==> config.mk <==
export PLATFORM = sky130hd
export DESIGN_NAME = pred_table
export DESIGN_NICKNAME = d
export VERILOG_FILES = /design/src/rtl/pred_table.sv
export SDC_FILE = /design/constraint.sdc
export NUM_CORES = 1
export LEC_CHECK = 0
export BUFFER_PORTS_ARGS = -buffer_cell sky130_fd_sc_hd__buf_2
export CAP_MARGIN = 20
export CORE_MARGIN = 2
export CORE_UTILIZATION = 40
export DETAILED_ROUTE_END_ITERATION = 10
export PLACE_DENSITY = 0.57
export SYNTH_ARGS = -nofsm -noshare
export SYNTH_HDL_FRONTEND = slang
export SYNTH_SLANG_ARGS = --single-unit
==> constraint.sdc <==
create_clock -name clk -period 17.4 [get_ports clk]
set_input_delay 0.87 -clock clk [delete_from_list [all_inputs] [get_ports clk]]
set_output_delay 0.87 -clock clk [all_outputs]
set_load 0.01 [all_outputs]
==> src/rtl/pred_table.sv <==
`timescale 1ns/1ps

module pred_table #(
    parameter type         entry_t   = logic,
    parameter int unsigned entries   = 256,
    parameter entry_t      reset_val = '0
) (
    input  logic                       clk,
    input  logic                       rst,
    input  logic [$clog2(entries)-1:0] rd_idx_i,    // predict side
    input  logic [$clog2(entries)-1:0] upd_idx_i,   // update read and write
    input  logic                       we_i,
    input  entry_t                     wr_data_i,
    output entry_t                     rd_data_o,
    output entry_t                     upd_data_o
);

    entry_t mem [entries];

    // both reads are combinational
    assign rd_data_o  = mem[rd_idx_i];
    assign upd_data_o = mem[upd_idx_i];

    always_ff @(posedge clk or posedge rst) begin
        if (rst) begin
            for (int i = 0; i < entries; i++) begin
                mem[i] <= reset_val;
            end
        end else if (we_i) begin
            mem[upd_idx_i] <= wr_data_i;
        end
    end

endmodule

* Yosys cells after proc, flatten, opt, wreduce, memory -nomap -nowiden
Cells that the tools add are included.
** Cells by class
- Order comparisons :: 3
- Divide/modulo/power cells :: 0
- Reductions and logical operators :: 1
- Multiplexer cells :: 9
- Add/subtract/negate cells :: 0
- Bitwise logic cells :: 2
- Equal/unequal tests :: 0
- $mul :: 0
- Shift-type cells :: 0
** Operators by type and width (count)
- bitwise mux 256 bit :: 1
- >= comparator 9 bit (second input constant) :: 2
- NOT 8 -> 9 bit :: 2
- binary-select mux 1 bit (select 8 bit) :: 2
- less-than comparator 9 x 1 -> 1 bit (second input constant) :: 1
- demux 1 bit (select 8 bit) :: 1
- two-way mux 1 bit :: 5
- logical AND 1 bit :: 1
** Word-level totals
- Output and inout port bits :: 2
- Register bits :: 256
- Bits in writable memories :: 0
- Bits in read-only memories :: 0
- Input port bits :: 20
- Latch bits :: 0
- Word-level logic and storage cells :: 271
- Memories :: 0

* Depth between registers and ports, before layout
- Depth after elaboration :: 6
- Depth in mapped cells :: 11
- Gate-level depth less buffers :: 7

* Worst setup path before layout
Ideal clock, no wire load.
- Path kind :: in2out
- From :: input port upd_idx_i[0]
- To :: output port upd_data_o
- Data arrival time :: 2704 ps
- Slack :: 13826 ps
- Stages on the path :: 8
- Data required time :: 16530 ps
- Buffers on the path :: 3
- Cells stage by stage :: buf_4 > buf_4 > buf_2 > mux4_2 > a221oi_1 > o21ai_1 > nor3_1 > nand4_1
** On the way
- Cells in the longest elaborated chain, start to end :: 4
** Ends and longest elaborated chain
- from (decl) :: line 11 : input logic [$clog2(entries)-1:0] upd_idx_i,
- NOT 8 -> 9 bit (not written as such) :: line 22 : assign upd_data_o = mem[upd_idx_i];
- binary-select mux 1 bit (select 8 bit) :: line 22
- two-way mux 1 bit (not written as such) (2 in a row) :: line 22
- to (decl) :: line 15 : output entry_t upd_data_o
Every way passes these cells. The select of a mux whose other input is x is not followed.

* Worst setup path after layout
- From :: input port rd_idx_i[1]
- To :: output port rd_data_o
** On the way
- Cells in the longest elaborated chain, start to end :: 4
** Ends and longest elaborated chain
- from (decl) :: line 10 : input logic [$clog2(entries)-1:0] rd_idx_i,
- NOT 8 -> 9 bit (not written as such) :: line 21 : assign rd_data_o = mem[rd_idx_i];
- binary-select mux 1 bit (select 8 bit) :: line 21
- two-way mux 1 bit (not written as such) (2 in a row) :: line 21
- to (decl) :: line 14 : output entry_t rd_data_o,
Every way passes these cells. The select of a mux whose other input is x is not followed.

==> qor.txt <==
ys flop type - dfrtp_1
max FFs per register - 256
post-route DRC violation count - 0
Worst path slowest cell - a2111oi_0
DP Cell Count - 1682
worst path bufs/invs - 3
Total Power - 1.47 mW
# rows - 71
Largest regs - mem: 256 flops
Arrival @ worst endpoint - 4.75 ns
Global Route Usage Sum - 23.8%
switching power - 377 uW
chip width - 198 um
Worst-path clk slew - 0.05 ns
min-delay worst type - in2async
pwr/cell area - 89.1 nW/um^2
number of synthesized flops with an enable pin - 0
RSZ-0062 raised after global routing - false
Die Area - 39200 um^2
Comb pwr share - 10.8%
Final ANT Viol Nets - 0
clock network power share - 45.0%
Core ar. - 37300 um^2
clk_lat worst skew - 0.56 ns
syn avg cell area - 11.7 um^2
period utilisation layout - 32.3%
mapped cell area - 15000 um^2
CP Launch Type - input pin
Final setup viols - 0
Resize count post-CTS - 0
Routed wire per std cell - 26.2 um
routed via count - 10600
first-pass GRT wire length - 70.0 mm
initial antenna violation count - 1
Post-Layout Cell Count - 1739
Final Core Density - 44.1%
Post-Syn Nets - 1303
P&R area growth vs syn - 9.36%
layout cells sized above 1 - 34.4%
Tightest Pin Transition - 1.22 ns
routed wire length - 45.6 mm
GP Congestion - 0.823
Port Buffers - 21
Post-Synthesis Cells - 1283
clock root cell - clkbuf_16
Peak supply drop - 0.0539 mV
Fill cells - 3448
vias in the first global route - 10600
skew final - 0 ns
largest net degree at the start of global routing - 134
Seq cells post-synth - 256
largest reg by FF count - mem
Slew headroom - 18.6%
min cycle time layout - 5.61 ns
Max-Cap Viols - 0
cell repeated most along the worst path - buf_4
Fin. Hold Viols - 0
sw frac - 25.8%
P_int - 1.09 mW
Vias/cell - 6.10
Initial DRT Pass Iterations - 5
outcome - finished, final reports clean
Longest Clk Path Bufs - 3
die outline height - 198 um
Seq/Total Area, Yosys - 42.6%
post-CTS setup buffer count - 0
DR iter-0 viols - 1048
CTS Hold Bufs - 0
async set-reset flop share out of synthesis - 100%
# H-tree levels - 1
worst stage delay on the critical path - 1.00 ns
most common cell after layout, fill and taps aside - nor2_1
Slew Viols, Final - 0
CP Class - in2out
Antenna Cells - 0
Synth Warn # - 0
Synth cell types - 43
clock sink count - 256
commonest cells after routing, fill and taps aside - nor2_1, dfrtp_1, mux2_2
required time of the critical path - 16.53 ns
grt total ovfl - 0
nets - 1263
leak pwr - 7.07 nW
setup TNS - 0 ns
Crit Path Max Fanout - 52
Starting Density - 40.3%
crit-path leading delay family - compound AO/OA/AOI/OAI gates
Seq pwr share - 44.2%
CTS tree - yes
io pins - 22
CP Capture Type - output port
CTS Buf Count - 31
CP Cell Sequence - buf_4, buf_4, nand3b_1, o22ai_1, a2111oi_0, o41ai_1, a211oi_1, a31oi_1, buf_2
fmax - 0.178 GHz
DP HPWL - 27.7 mm
## metal layers
layer  routed length (um)  vias up  global-route usage, %
li1                     -     4596                      -
met1                19900     5580                   33.9
met2                21700      380                   37.9
met3                 3030       60                   3.56
met4                 1000        0                   6.49
met5                    0        -                      0
## synth_stat cells, types with 5 or more instances
library cell | count | area [um^2]
nand3_1 | 19 | 95.1
mux2_2 | 242 | 2730
buf_4 | 14 | 105
a211oi_1 | 13 | 97.6
mux4_2 | 97 | 2180
dfrtp_1 | 256 | 6410
buf_2 | 22 | 110
a21oi_1 | 5 | 25.0
a2111oi_0 | 5 | 43.8
nor2_1 | 269 | 1010
clkbuf_1 | 75 | 282
a221oi_1 | 9 | 78.8
o21ai_0 | 13 | 65.1
o22ai_1 | 20 | 125
mux2_1 | 15 | 169
nand4_1 | 5 | 31.3
nor2b_1 | 18 | 113
nor4_1 | 11 | 68.8
nand2_1 | 47 | 176
a22oi_1 | 8 | 60.1
mux2i_1 | 76 | 761
## metrics by stage
step,instance area (um^2),worst slack (ns),hold slack (ns)
after floorplan,15000,9.49,0.470
after global placement,15400,11.91,0.493
after detailed placement,15400,11.91,0.500
after CTS,16400,11.92,0.514
after global routing,16400,11.72,0.539
final,16400,11.79,0.461
## power by group through the flow
stage / Clock (mW) / Sequential [mW] / Combinational (mW)
after global placement: 0 / 0.656 / 0.154
after global routing: 0.694 / 0.651 / 0.170
final: 0.659 / 0.648 / 0.158
after detailed placement: 0 / 0.657 / 0.157
after floorplan: 0 / 0.648 / 0.117
after CTS: 0.673 / 0.647 / 0.157
## layout make-up
| type | count | area (um^2) | area share (%) |
|---|---|---|---|
| inverter | 3 | 18.8 | 0.114 |
| sequential | 256 | 6410 | 39.0 |
| clock buffer | 41 | 883 | 5.37 |
| clock inverter | 14 | 150 | 0.913 |
| timing repair buffer | 43 | 312 | 1.89 |
| tap | 474 | 593 | 3.61 |
| multi-input combinational | 908 | 8080 | 49.1 |
## cell families (layout without fill, tap and decap cells)
kind of cell | count (synthesis) | count (layout) | share of synthesized area (%)
AND/OR/NAND/NOR | 390 | 390 | 10.9
buffers and inverters | 119 | 101 | 3.65
multiplexers | 430 | 430 | 38.8
AO/OA/AOI/OAI | 88 | 88 | 3.99
flip-flops | 256 | 256 | 42.6
## path summary, 6_finish.rpt
kind                        startpoint        end  slack (ns)  cells after the start
setup / recovery           rd_idx_i[1]  rd_data_o       11.79                      9
hold / removal                     rst    mem[28]        0.46                      2
setup reg to reg              mem[141]   mem[141]       16.56                      1
hold reg to reg                mem[63]    mem[63]        0.52                      1
max in group asynchronous          rst   mem[213]       14.78                      4
min in group clk               mem[63]    mem[63]        0.52                      1
No activity file was read; power rests on OpenSTA's default activity.
