File: config.mk
export PLATFORM = sky130hd
export DESIGN_NAME = inst_classify
export DESIGN_NICKNAME = d
export VERILOG_FILES = /design/src/rtl/rv_isa_pkg.sv /design/src/rtl/inst_classify.sv
export SDC_FILE = /design/constraint.sdc
export NUM_CORES = 1
export LEC_CHECK = 0
export BUFFER_PORTS_ARGS = -buffer_cell sky130_fd_sc_hd__buf_2
export CAP_MARGIN = 20
export CORE_MARGIN = 4
export CORE_UTILIZATION = 28
export DETAILED_ROUTE_END_ITERATION = 6
export PLACE_DENSITY_LB_ADDON = 0.12
export SETUP_SLACK_MARGIN = 0.05
export SYNTH_ARGS = -nofsm -noshare
export SYNTH_HDL_FRONTEND = slang
export SYNTH_SLANG_ARGS = --single-unit
File: constraint.sdc
create_clock -name vclk -period 0.9
set_input_delay 0 -clock vclk [all_inputs]
set_output_delay 0 -clock vclk [all_outputs]
set_load 0.01 [all_outputs]
File: src/rtl/rv_isa_pkg.sv
package rv_isa_pkg;

    localparam int unsigned xlen = 32;

    // base opcodes that change control flow
    localparam logic [6:0] op_branch = 7'b1100011;
    localparam logic [6:0] op_jal    = 7'b1101111;
    localparam logic [6:0] op_jalr   = 7'b1100111;

    // link registers per the calling convention
    localparam logic [4:0] reg_ra = 5'd1;
    localparam logic [4:0] reg_t0 = 5'd5;   // alternate link

    // I-type layout, also covers the jalr fields
    typedef struct packed {
        logic [11:0] imm;
        logic [4:0]  rs1;
        logic [2:0]  funct3;
        logic [4:0]  rd;
        logic [6:0]  opcode;
    } itype_t;

    // control class seen by the predictor
    typedef enum logic [2:0] {
        ctrl_none,
        ctrl_branch,
        ctrl_jal,
        ctrl_call_jalr,
        ctrl_ret
    } ctrl_class_e;

endpackage

File: src/rtl/inst_classify.sv
`timescale 1ns/1ps

module inst_classify (
    input  logic [rv_isa_pkg::xlen-1:0] inst_i,
    output rv_isa_pkg::ctrl_class_e     class_o,
    output logic [rv_isa_pkg::xlen-1:0] offset_o
);

    import rv_isa_pkg::*;

    itype_t          f;
    logic [xlen-1:0] b_off;
    logic [xlen-1:0] j_off;
    logic            link_rs1;
    logic            is_ret;

    assign f = itype_t'(inst_i);

    // B-type: imm[12|10:5] in 31:25, imm[4:1|11] in 11:7
    assign b_off = {{(xlen-12){inst_i[31]}}, inst_i[7], inst_i[30:25], inst_i[11:8], 1'b0};

    // J-type: imm[20|10:1|11|19:12]
    assign j_off = {{(xlen-20){inst_i[31]}}, inst_i[19:12], inst_i[20], inst_i[30:21], 1'b0};

    assign link_rs1 = (f.rs1 == reg_ra) || (f.rs1 == reg_t0);

    // jalr x0, 0(ra) or 0(t0)
    assign is_ret = (f.rd == 5'd0) && link_rs1 && (f.imm == 12'd0);

    always_comb begin
        class_o  = ctrl_none;
        offset_o = '0;
        case (f.opcode)
            op_branch: begin
                class_o  = ctrl_branch;
                offset_o = b_off;
            end
            op_jal: begin
                class_o  = ctrl_jal;
                offset_o = j_off;
            end
            op_jalr: begin
                // target is register based, no offset here
                class_o = is_ret ? ctrl_ret : ctrl_call_jalr;
            end
            default: begin
                class_o = ctrl_none;
            end
        endcase
    end

endmodule

* Word-level counts from Yosys, hierarchy flattened
Index checks and enable logic that the tools add are counted.
** Operators by class
- Equal/unequal tests :: 5
- Multiplexer cells :: 3
- Reduce and logical (&&, ||, !) cells :: 5
** Operators with widths (count)
- 32-bit one-hot mux with 2 select lines :: 1
- 7-bit == test, second input constant :: 3
- 12-bit zero test :: 1
- 3-bit one-hot mux with 3 select lines :: 1
- 5-bit by 1-bit == test with 1-bit output, second input constant :: 1
- 5-bit by 3-bit == test with 1-bit output, second input constant :: 1
- 5-bit zero test :: 1
- 3-bit 2-to-1 mux :: 1
- 1-bit logical AND :: 2
- 1-bit logical OR :: 1
** Storage, ports and cells
- Register bits after elaboration :: 0
- Input port bits :: 32
- Output and inout port bits :: 35
- Word-level logic and storage cells :: 13

* Longest topological paths before layout
- Depth in word-level cells :: 6
- Gate-level depth with buffers :: 4
- Gate-level depth less buffers :: 3

* Worst setup path after synthesis
Ideal clock, no wire load.
- Kind :: input -> output
- From :: input inst_i[4] in the netlist's numbering
- To :: output offset_o[21] in the netlist's numbering
- Data arrival time :: 1.052 ns
- Data required time :: 0.900 ns
- Slack :: -0.152 ns
- Stages :: 4
- Buffers on the path :: 1
- Cell sequence :: and4b_1 o211a_1 and2_1 buf_4
** On the way
- Word-level cells in the longest chain between the ends :: 2
- Elaborated cells between the ends (all ways) :: 3
- Those cells by class :: eq/ne (2); mux (1)
** Ends and longest elaborated chain
- start, declared :: line inst_classify.sv:4 : input logic [rv_isa_pkg::xlen-1:0] inst_i,
- 7-bit == test :: line inst_classify.sv:33 : case (f.opcode)
- 32-bit one-hot mux with 2 select lines * :: line inst_classify.sv:33
- end, declared :: line inst_classify.sv:6 : output logic [rv_isa_pkg::xlen-1:0] offset_o
Mark *: on every way between the ends. The rest lies on a longest branch, timed or not.

* Worst setup path in the final report
- From :: input inst_i[4] in the netlist's numbering
- To :: output offset_o[15] in the netlist's numbering
Same word-level chain as after synthesis.

==> key figures <==
Global route
  – Pin count of the biggest net entering global routing: 14
  – Number of global-route vias before repair: 635
  – Total track usage: 0.149
  – Congestion Overflow GR: 0
  – First-pass GRT wire length: around 2.6 mm
  – Initial antenna violation count: 0

Timing
  – Final setup violation count: 28
  – Final Hold Fails: 0
  – Hold Slack: ~0.30 ns
  – Worst Slack Setup Final: -0.0950 ns
  – Tmin final: between 0.9 and 1 ns
  – Period utilization: 1.11
  – Fmax achieved: ~1 GHz
  – Slew Limit Fails: 0
  – TNS Setup: -1.16 ns
  – RSZ-0062 raised after global routing: yes

Drt
  – DR iter-0 viols: 10
  – Routed Wire Length: about 2.1 mm
  – DR vias: a little over 700
  – DR WL/cell: between 10 and 15 um
  – Drt drc: 0
  – Drt first pass iters: 4
  – DR vias/cell: 4.96
  – Final ANT Viol Nets: 0

Yosys
  – Synth area leaders: buf_4, a21oi_1, and2_1, a22oi_1, nand2_1
  – Netlist Area Pre-Place: between 400 and 500 sq um
  – Yosys top cell area share: 0.226
  – Area leader, netlist: buf_4
  – Syn Area/Cell: ~6.3 sq um
  – Ys Warns: 0
  – Cell count after synthesis: ~70
  – Cell with the most instances after synthesis: buf_4
  – Post-synth cell types: 21
  – Syn_nets: about 100
  – Synth top cells by count: buf_4, a21oi_1, nand2_1
  – Post-synthesis sequential area ratio: 0

Cells and area
  – Layout Nets: 164
  – Ratio of cells with drive above 1 in the final layout: 0.762
  – Area Overhead vs Synth: 144%
  – Sequential cell count: 0
  – Final design utilization: 0.761
  – Clkbuf count: 0
  – Inserted Diodes: 0
  – Total area of sequential cells: 0 sq um
  – Fin cells: roughly 150
  – Final instance area: 1050 sq um

Place
  – Setup Slack @ Placement: -0.108 ns
  – Dpl cells: about 140
  – Number of port buffers: 66
  – Placed cell area: between 700 and 800 sq um
  – Placed wire-length estimate: about 1.4 mm
  – RD Place Congestion: between 0.7 and 0.8

Floorplanning
  – Row Count: 13
  – Die Height: 47.3 um
  – Initial core utilization: 0.312
  – DIE AREA: roughly 2200 sq um
  – Chip width: ~47 um
  – Num ports: 67
  – Core area: approximately 1400 sq um

Worst setup path
  – Kind of critical path: in2out
  – CP Launch Type: input pin
  – Worst path arrival time: 1.00 ns
  – Crit path required time: roughly 0.9 ns
  – Worst Setup End Kind: output pin
  – Worst-path maximum fanout: 7

Pwr
  – Max rail drop VDD: ~0.16 mV
  – Power per Cell Area: ~240 nW/um^2
  – Final Total Pwr: roughly 0.25 mW
  – Leakage: roughly 0.53 nW

Run
  – Max-Cap Viols: 0

Hold path
  – Hold Crit Endpoint: offset_o[7]
  – Worst Hold Launch: inst_i[27]
  – Hold Crit Class: in2out
  – Worst Hold Path Cells: 3

Clocking
  – CTS Hold Buffers Added: 0

Outcome
  – Failing checks: negative setup slack
  – Status: finished, violations left
-- worst max-delay path by stage --
| stage | startpoint | endpoint | slack [ns] |
|---|---|---|---|
| final | inst_i[4] | offset_o[15] | -0.1 |
| after global routing | inst_i[25] | class_o[2] | -0.15 |
| after global placement | inst_i[11] | class_o[2] | -0.15 |
| after CTS | inst_i[29] | class_o[2] | -0.06 |
| after detailed placement | inst_i[11] | class_o[2] | -0.11 |
| after floorplan | inst_i[4] | offset_o[21] | 0.04 |
-- critical path, cell delays in order --
cell and delay, ns:
buf_6 0.09, and4b_1 0.29, buf_6 0.14, nand2_8 0.06, buf_12 0.15, a21oi_1 0.12, buf_2 0.15
-- power breakdown --
part / leakage, nW / total, mW / internal, mW / switching [mW]
registers: 0 / 0 / 0 / 0
logic: 0.530 / 0.255 / 0.130 / 0.124
clock network: 0 / 0 / 0 / 0
total: 0.530 / 0.255 / 0.130 / 0.124
-- repair_timing --
action                                 in CTS  in global routing
buffers inserted                            0                  1
pin swaps                                   7                 12
gates cloned                                0                  2
setup endpoints to repair                  34                 34
endpoints found under the hold margin       0                  0
resized for setup                           8                 47
-- cell usage in the layout (no fill, tap or decap), drive strengths merged --
cell type   n
and4        1
a21oi      10
nand3       1
conb        1
nand3b      1
buf        73
and2        9
nor4b       1
and4bb      1
and3        1
and4b       2
a22oi       5
nor2        9
nor4        3
nand2      10
o211a       1
clkbuf      1
-- final cells by class --
type                            count  area, sq um
Fill cell                         103          330
Multi-Input combinational cell     56          457
Tap cell                           15         18.8
Timing Repair Buffer               74          577
-- layer usage --
layer  track usage  vias to the layer above  routed length (um)  part of all wire
li1              -                      358                   -                 -
met1         0.184                      322                 763              0.36
met2         0.283                       37                1170              0.55
met3        0.0192                        2                 188             0.088
met4             0                        0                  13            0.0061
met5             0                        -                   0                 0
-- kinds of logic (layout without fill, tap and decap cells) --
kind of cell    Yosys count  after routing  synth area share
compound gates           16             16             0.226
other cells               1              1           0.00869
simple gates             38             39             0.513
buf+inv                  14             74             0.252
Power figures use the tool's default switching activity.
