===== src/rtl/rv_isa_pkg.sv =====
package rv_isa_pkg;

    localparam int unsigned xlen = 32;

    // base opcodes that change control flow
    localparam logic [6:0] op_branch = 7'b1100011;
    localparam logic [6:0] op_jal    = 7'b1101111;
    localparam logic [6:0] op_jalr   = 7'b1100111;

    // link registers per the calling convention
    localparam logic [4:0] reg_ra = 5'd1;
    localparam logic [4:0] reg_t0 = 5'd5;   // alternate link

    // I-type layout, also covers the jalr fields
    typedef struct packed {
        logic [11:0] imm;
        logic [4:0]  rs1;
        logic [2:0]  funct3;
        logic [4:0]  rd;
        logic [6:0]  opcode;
    } itype_t;

    // control class seen by the predictor
    typedef enum logic [2:0] {
        ctrl_none,
        ctrl_branch,
        ctrl_jal,
        ctrl_call_jalr,
        ctrl_ret
    } ctrl_class_e;

endpackage


===== src/rtl/bpu_pkg.sv =====
package bpu_pkg;

    // predictor geometry
    localparam int unsigned ghist_w     = 16;
    localparam int unsigned bim_entries = 512;
    localparam int unsigned tag_entries = 256;  // same for t0 and t1
    localparam int unsigned tag_w       = 10;
    localparam int unsigned ptag_bits   = 6;    // compared bits of the tag
    localparam int unsigned btb_entries = 256;
    localparam int unsigned btb_tag_w   = 22;
    localparam int unsigned ras_depth   = 64;
    localparam int unsigned ras_ptr_w   = 7;    // holds 0..ras_depth

    typedef logic [1:0] ctr_t;

    localparam ctr_t ctr_strong_nt = 2'b00;
    localparam ctr_t ctr_weak_nt   = 2'b01;
    localparam ctr_t ctr_weak_t    = 2'b10;
    localparam ctr_t ctr_strong_t  = 2'b11;

    typedef logic [ghist_w-1:0] ghist_t;

    typedef struct packed {
        logic [tag_w-1:0] tag;
        ctr_t             ctr;
    } tage_entry_t;

    typedef struct packed {
        logic                          valid;
        logic [btb_tag_w-1:0]          tag;
        logic [rv_isa_pkg::xlen-1:0]   target;
    } btb_entry_t;

    typedef enum logic [1:0] {
        prov_bim,
        prov_t0,
        prov_t1
    } provider_e;

    typedef struct packed {
        logic [rv_isa_pkg::xlen-1:0] pc;
        logic [rv_isa_pkg::xlen-1:0] inst;
    } fetch_t;

    // branch outcome from execute
    typedef struct packed {
        logic                        valid;     // one-cycle strobe
        logic                        taken;
        logic                        pdt_true;  // prediction was right
        logic [rv_isa_pkg::xlen-1:0] pc;
        ghist_t                      history;   // history seen at predict time
        logic [rv_isa_pkg::xlen-1:0] target;
    } resolve_t;

    typedef struct packed {
        logic                        valid;
        logic [rv_isa_pkg::xlen-1:0] addr;
    } push_t;

    typedef struct packed {
        logic                        is_ctrl;
        logic                        taken;
        logic [rv_isa_pkg::xlen-1:0] target;
        logic [rv_isa_pkg::xlen-1:0] tag_pc;
    } pred_t;

endpackage


===== src/rtl/ras.sv =====
`timescale 1ns/1ps

module ras #(
    parameter int unsigned depth = bpu_pkg::ras_depth
) (
    input  logic                        clk,
    input  logic                        rst,
    input  bpu_pkg::push_t              push_i,      // from decode
    input  logic                        pop_i,       // resolved return
    input  logic                        id_stall_i,
    input  logic                        ex_stall_i,
    output logic [rv_isa_pkg::xlen-1:0] top_o,
    output logic                        empty_o
);

    import rv_isa_pkg::*;
    import bpu_pkg::*;

    localparam int unsigned         slot_w   = $clog2(depth);
    localparam logic [ras_ptr_w-1:0] full_cnt = ras_ptr_w'(depth);

    logic [xlen-1:0]      stack [depth];
    logic [ras_ptr_w-1:0] sp;          // next free slot
    logic [ras_ptr_w-1:0] sp_top;
    logic [ras_ptr_w-1:0] sp_pop;      // pointer after the pop
    logic                 do_pop;
    logic                 do_push;

    assign empty_o = (sp == '0);
    assign sp_top  = sp - 1'b1;
    assign top_o   = stack[sp_top[slot_w-1:0]];   // only meaningful when not empty

    assign do_pop = pop_i && !ex_stall_i;
    assign sp_pop = do_pop ? sp_top : sp;

    // push lands at the slot freed by a same-cycle pop; dropped when full
    assign do_push = push_i.valid && !ex_stall_i && !id_stall_i && (sp_pop < full_cnt);

    always_ff @(posedge clk or posedge rst) begin
        if (rst) begin
            sp <= '0;
        end else begin
            sp <= sp_pop + ras_ptr_w'(do_push);
        end
    end

    always_ff @(posedge clk) begin
        if (do_push) begin
            stack[sp_pop[slot_w-1:0]] <= push_i.addr;
        end
    end

endmodule


===== config.mk =====
export PLATFORM = sky130hd
export DESIGN_NAME = ras
export DESIGN_NICKNAME = d
export VERILOG_FILES = /design/src/rtl/rv_isa_pkg.sv /design/src/rtl/bpu_pkg.sv /design/src/rtl/ras.sv
export SDC_FILE = /design/constraint.sdc
export NUM_CORES = 2
export LEC_CHECK = 0
export BUFFER_PORTS_ARGS = -buffer_cell sky130_fd_sc_hd__buf_2
export CAP_MARGIN = 30
export CORE_MARGIN = 5
export CORE_UTILIZATION = 50
export DETAILED_ROUTE_END_ITERATION = 7
export MAX_ROUTING_LAYER = met4
export PLACE_DENSITY = 0.67
export SLEW_MARGIN = 25
export SYNTH_ARGS = -nofsm -noshare
export SYNTH_HDL_FRONTEND = slang
export SYNTH_SLANG_ARGS = --single-unit
export TNS_END_PERCENT = 1

===== constraint.sdc =====
create_clock -name clk -period 9.5 [get_ports clk]
set_input_delay 0.95 -clock clk [delete_from_list [all_inputs] [get_ports clk]]
set_output_delay 0.95 -clock clk [all_outputs]
set_load 0.02 [all_outputs]

# Yosys cells after proc, flatten, opt, wreduce, memory -nomap -nowiden
# Memories as Yosys holds them, arrays and structs flattened.
# Index checks and enable logic that the tools add are counted.
dict set report word_totals {
  reg_bits 7
  ramBits 2048
  in_bits 38
  out_inout_bits 33
  word_cells 15
  mem_count 1
}
dict set report classes {
  n_addsub 2
  order_cmp 1
  muxes 3
  n_reduce_logical 7
}
# memory words word_bits read_ports rd_clocked_by_memory_dff write_ports line
set memory_table {}
lappend memory_table {stack 64 32 1 0 1 ras.sv:22} ;# logic [xlen-1:0] stack [depth];
# cell count
set ops {}
lappend ops {{7-bit by 1-bit adder with 7-bit output} 1}
lappend ops {{7-bit logical NOT} 1}
lappend ops {{7-bit less-than comparator (second input constant)} 1}
lappend ops {{7-bit 2-to-1 mux} 1}
lappend ops {{7-bit by 1-bit subtractor with 7-bit output (second input constant)} 1}
lappend ops {{1-bit logical AND} 4}
lappend ops {{1-bit logical NOT} 2}
lappend ops {{1-bit 2-to-1 mux} 2}

# Logic depth before layout (Yosys ltp)
dict set report depth {
  depth_word 7
  ltp_mapped 13
  depth_no_buf 10
}

# Least setup slack after synthesis
# OpenSTA, ideal clock, no wires.
dict set report synth_timing {
  kind {register to register}
  startpoint {register sp[0]}
  endpoint {memory stack[15][0], enable pin}
  setup_ps 421
  arrival_time_ps 4180
  t_required_ps 9079
  setup_slack_ps 4899
  stages_incl_launch_ff 14
  n_path_buf 7
  synth_period_minus_slack_ps 4601
  cell_sequence {dfrtp_1 > buf_4 > buf_4 > buf_6 > inv_1 > ha_1 > buf_2 > buf_1 > buf_2 > or3_1 > a21oi_1 > nand2_1 > clkbuf_1 > nor2_1}
}
dict set report synth_via {
  elab_chain_len 6
}
# item line
set synth_rtl {}
lappend synth_rtl {{start, declared} ras.sv:23} ;# logic [ras_ptr_w-1:0] sp;
lappend synth_rtl {{start signal, assigned} ras.sv:43} ;# sp <= sp_pop + ras_ptr_w'(do_push);
lappend synth_rtl {{7-bit by 1-bit subtractor with 7-bit output} ras.sv:30} ;# assign sp_top = sp - 1'b1;
lappend synth_rtl {{7-bit 2-to-1 mux *} ras.sv:34} ;# assign sp_pop = do_pop ? sp_top : sp;
lappend synth_rtl {{7-bit less-than comparator} ras.sv:37} ;# assign do_push = push_i.valid && !ex_stall_i && !id_stall_i && (sp_pop < full_cnt);
lappend synth_rtl {{1-bit logical AND} ras.sv:37}
lappend synth_rtl {{1-bit 2-to-1 mux} ras.sv:48} ;# if (do_push) begin
lappend synth_rtl {{1-bit 2-to-1 mux (implied by the code)} ras.sv:49} ;# stack[sp_pop[slot_w-1:0]] <= push_i.addr;
lappend synth_rtl {{end, declared} ras.sv:22}
# Mark *: on every way between the ends. The rest lies on a longest branch, timed or not.

# Worst setup path in the final report
dict set report layout_timing {
  startpoint {register sp[0]}
  endpoint {output top_o[8] (netlist bit)}
}
dict set report layout_via {
  elab_chain_len 2
}
# item line
set layout_rtl {}
lappend layout_rtl {{7-bit by 1-bit subtractor with 7-bit output} ras.sv:30}
lappend layout_rtl {{memory read 64 x 32 bit} --}
lappend layout_rtl {{end, declared} ras.sv:12} ;# output logic [rv_isa_pkg::xlen-1:0] top_o,
# Every way passes these cells.

==> impl_metrics.csv <==
group,metric,value,unit
timing,timing_worst_slew_pin_value,1.15,ns
setup_path,register_to_register_setup_slack,4.70,ns
die,std_cell_rows,144,
place,place_ws,3.23,ns
routing,vias,36829,
die,dieWidth,404,um
cts,worstSkewPairLatency,0.80,ns
global_routing,pin_count_of_the_biggest_net_entering_global_routing,143,
cts,clk_sink_count,2055,
routing,drt_wl_total,187000,um
setup_path,worst-endpoint-required,8.55,ns
global_routing,grt_most_used_layer,"met1",
cts,cts_hold_repair.buffers,0,
layout,drive_gt1_share,28.1,%
power_and_ir_drop,vdd.ir_drop.worst,744,uV
die,die_h,404,um
cts,clock_path_buffers,3,
global_routing,grt.overflow.total,0,
global_routing,via_count_of_the_first_global_routing_pass,37077,
die,die_area,0.164,sq mm
synth,synth_top_area_share,79.1,%
setup_path,cp.arrival,5.88,ns
setup_path,timing.critical_path.from_type,"register",
setup_path,worst_setup_path_start,"sp[0]",
flow_run,cap_viol_max_count,0,
place,gp_congestion,0.799,
timing,final.min_clock_period,6.83,ns
routing,post-route-drc-count,0,
routing,dr.pass1.iters,6,
synth,synthesized_area_divided_by_synthesized_cell_count,23.3,sq um
layout,synthToLayoutAreaGrowth,12.8,%
synth,mapped_cell_area,0.0778,sq mm
setup_path,setup.worst_path.class,"reg -> out",
synth,syn_inst,3337,
routing,drt_iter0_markers,4757,
timing,post-route-period-util,71.9,%
timing,layout_setup_ws,2.67,ns
synth,synthesis.nets,3377,
cts,clock-root-buffer,"clkbuf_16",
power_and_ir_drop,total_leakage_power,26.8,nW
timing,timing.setup.tns,0,ns
timing,worst_slew_margin_rel,23.0,%
timing,finalMaxSlewViolations,0,
setup_path,critPathCaptureType,"primary output",
global_routing,initial_antenna_violation_count,15,
global_routing,grt.met3_usage,4.42,%
timing,finalHoldViolCount,0,
cts,cts_tree,"done",
timing,setup_viol_count_final,0,
place,io_buffers,70,
die,io_pins,71,
power_and_ir_drop,design_power_total,27.6,mW
cts,cts_htree_levels,4,
routing,post_drt_wl_per_cell,32.6,um
timing,worst_clock_skew,0.0169,ns
min_path,timing.hold.worst.class,"in -> async",
die,floorplan.initialDensity,50.4,%
synth,synthTopCellsByArea,"edfxtp_1 (79%), mux4_2 (15%), a22oi_1 (2.3%)",
global_routing,first_pass_grt_wire_length,269000,um
cts,worst_setup_hold_path_clk_slew,0.07,ns
synth,sequential_to_total_area_share_from_yosys_stat,79.3,%
global_routing,grt_util_met1,34.8,%
cts,cts_inserted_buffers,191,
timing,unrepaired_setup_endpoints_after_global_routing,"false",
routing,avgViaCountPerCell,6.42,
place,detailed_place_hpwl,98300,um
global_routing,gr-usage-met2,34.7,%
setup_path,crit_chain,"buf_12 > buf_4 > buf_4 > mux4_2 > a22oi_1 > a21oi_1 > or4_1 > buf_2",
cts,cts_setup_buffers,0,
setup_path,slowest_stage,"dfrtp_4",
setup_path,crit_fanout,88,
setup_path,critical_path.max_stage_delay,0.87,ns
synth,yosys.area.top_type,"edfxtp_1",
synth,yosys_warnings,0,
routing,drtAntennaViolNets,0,
die,core_area,0.154,sq mm
cts,postCtsResizedCells,0,
setup_path,worst_r2r_startpoint,"sp[0]",
synth,postSynthRegisterBits,2055,
outcome,run_status,"complete, no violations",
timing,max_freq,0.146,GHz
setup_path,timing.critical_path.mode_cell,"buf_4",
power_and_ir_drop,power.density,314,mW/mm^2
synth,synth.distinct_cells,39,
global_routing,grt.total_usage,23.7,%
layout,fin_nets,3567,
==> layer usage <==
metal	part of all wire [%]	up-vias
met5	0	-
met4	2.5	0
met3	9.3	293
met2	47	1868
met1	42	19835
li1	-	14833
==> cell usage after synthesis <==
| cell | number |
|---|---|
| edfxtp_1 | 2048 |
| mux4_2 | 512 |
| a22oi_1 | 240 |
| a21oi_1 | 123 |
| clkbuf_1 | 95 |
| nor2_1 | 77 |
| buf_2 | 74 |
| or4_1 | 32 |
| nand2_1 | 15 |
| buf_1 | 12 |
| nand3_1 | 10 |
| nor2b_1 | 10 |
| xnor2_1 | 10 |
| a2111oi_0 | 8 |
| a211oi_1 | 8 |
| mux2i_1 | 8 |
| dfrtp_1 | 7 |
| inv_1 | 7 |
| xor2_1 | 5 |
| buf_4 | 4 |
| nand2b_1 | 4 |
| buf_6 | 3 |
| o21ai_0 | 3 |
| a31oi_1 | 2 |
| and3_1 | 2 |
| ha_1 | 2 |
| nor3_1 | 2 |
| o41ai_1 | 2 |
| or3b_2 | 2 |
| a2111o_1 | 1 |
| a21o_1 | 1 |
| a221oi_1 | 1 |
| nor3_4 | 1 |
| nor3b_2 | 1 |
| nor4_1 | 1 |
| o31ai_1 | 1 |
| o32a_1 | 1 |
| or3_1 | 1 |
| xnor2_2 | 1 |
==> stage by stage <==
stage	instances	hold WS [ns]	instance area, sq um	utilization [%]
floorplan	3337	0.581	77800	-
global placement	5355	0.664	81200	52.6
detailed placement	5373	0.643	81500	52.8
CTS	5724	0.0440	87500	56.7
global route	5733	0.0880	87700	56.8
finish	5740	0.0953	87700	56.8
==> path summary, 6_finish.rpt <==
| path | cells after the start | endpoint |
|---|---|---|
| max | 8 | top_o[8] |
| min | 2 | sp[6] |
| max reg2reg | 8 | stack[57][24] |
| min reg2reg | 2 | sp[0] |
| max in group asynchronous | 2 | sp[0] |
| min in group clk | 1 | stack[44][28] |
==> cell families (layout without fill, tap and decap cells) <==
family,count (synthesis),in the layout,share of synthesized area (%)
multiplexers,520,520,14.9
buffers and inverters,195,543,1.11
other,0,11,0
AO/OA/AOI/OAI,391,391,3.39
AND/OR/NAND/NOR,158,158,1.03
adder cells (fa/ha/maj),2,2,0.0322
flip-flops,2055,2055,79.3
XOR/XNOR,16,16,0.190
==> sequential cells by signal, indices dropped and copies added (netlist names) <==
register  cells
sp            7
stack      2048
==> area by class of cell <==
| cell class | count | area, sq um |
|---|---|---|
| repair buffers | 185 | 1660 |
| clock buffers | 234 | 5030 |
| fillers | 11078 | 66700 |
| well taps | 2044 | 2560 |
| inverters | 7 | 26.3 |
| clock inverters | 117 | 961 |
| diodes | 11 | 27.5 |
| multi-input cells | 1087 | 15800 |
| flip-flops and latches | 2055 | 61700 |
==> power by group <==
group          total (mW)  internal (mW)  switching, mW
Sequential           10.1           10.0         0.0743
Clock                7.36           4.09           3.27
Combinational        10.1           3.93           6.19
==> worst max-delay path: cells and delay by family (launching register included) <==
kind / cells / cell delay, ns
compound gates: 2 / 0.38
flops: 1 / 0.87
buf+inv: 4 / 2.20
simple gates: 1 / 0.81
mux: 1 / 0.57
==> layout by cell type, fill, tap and decap left out, types with 11 or more instances in the layout <==
cell,synthesis,routed
clkbuf_1,95,39
buf_2,74,52
or4_1,32,32
clkinv_2,0,32
buf_12,0,21
a22oi_1,240,240
nor2_4,0,68
buf_4,4,102
edfxtp_1,2048,2048
clkbuf_16,0,195
diode_2,0,11
bufinv_16,0,12
clkinv_1,0,49
nand2_1,15,15
mux4_2,512,512
a21oi_1,123,123
Power figures use the tool's default switching activity.
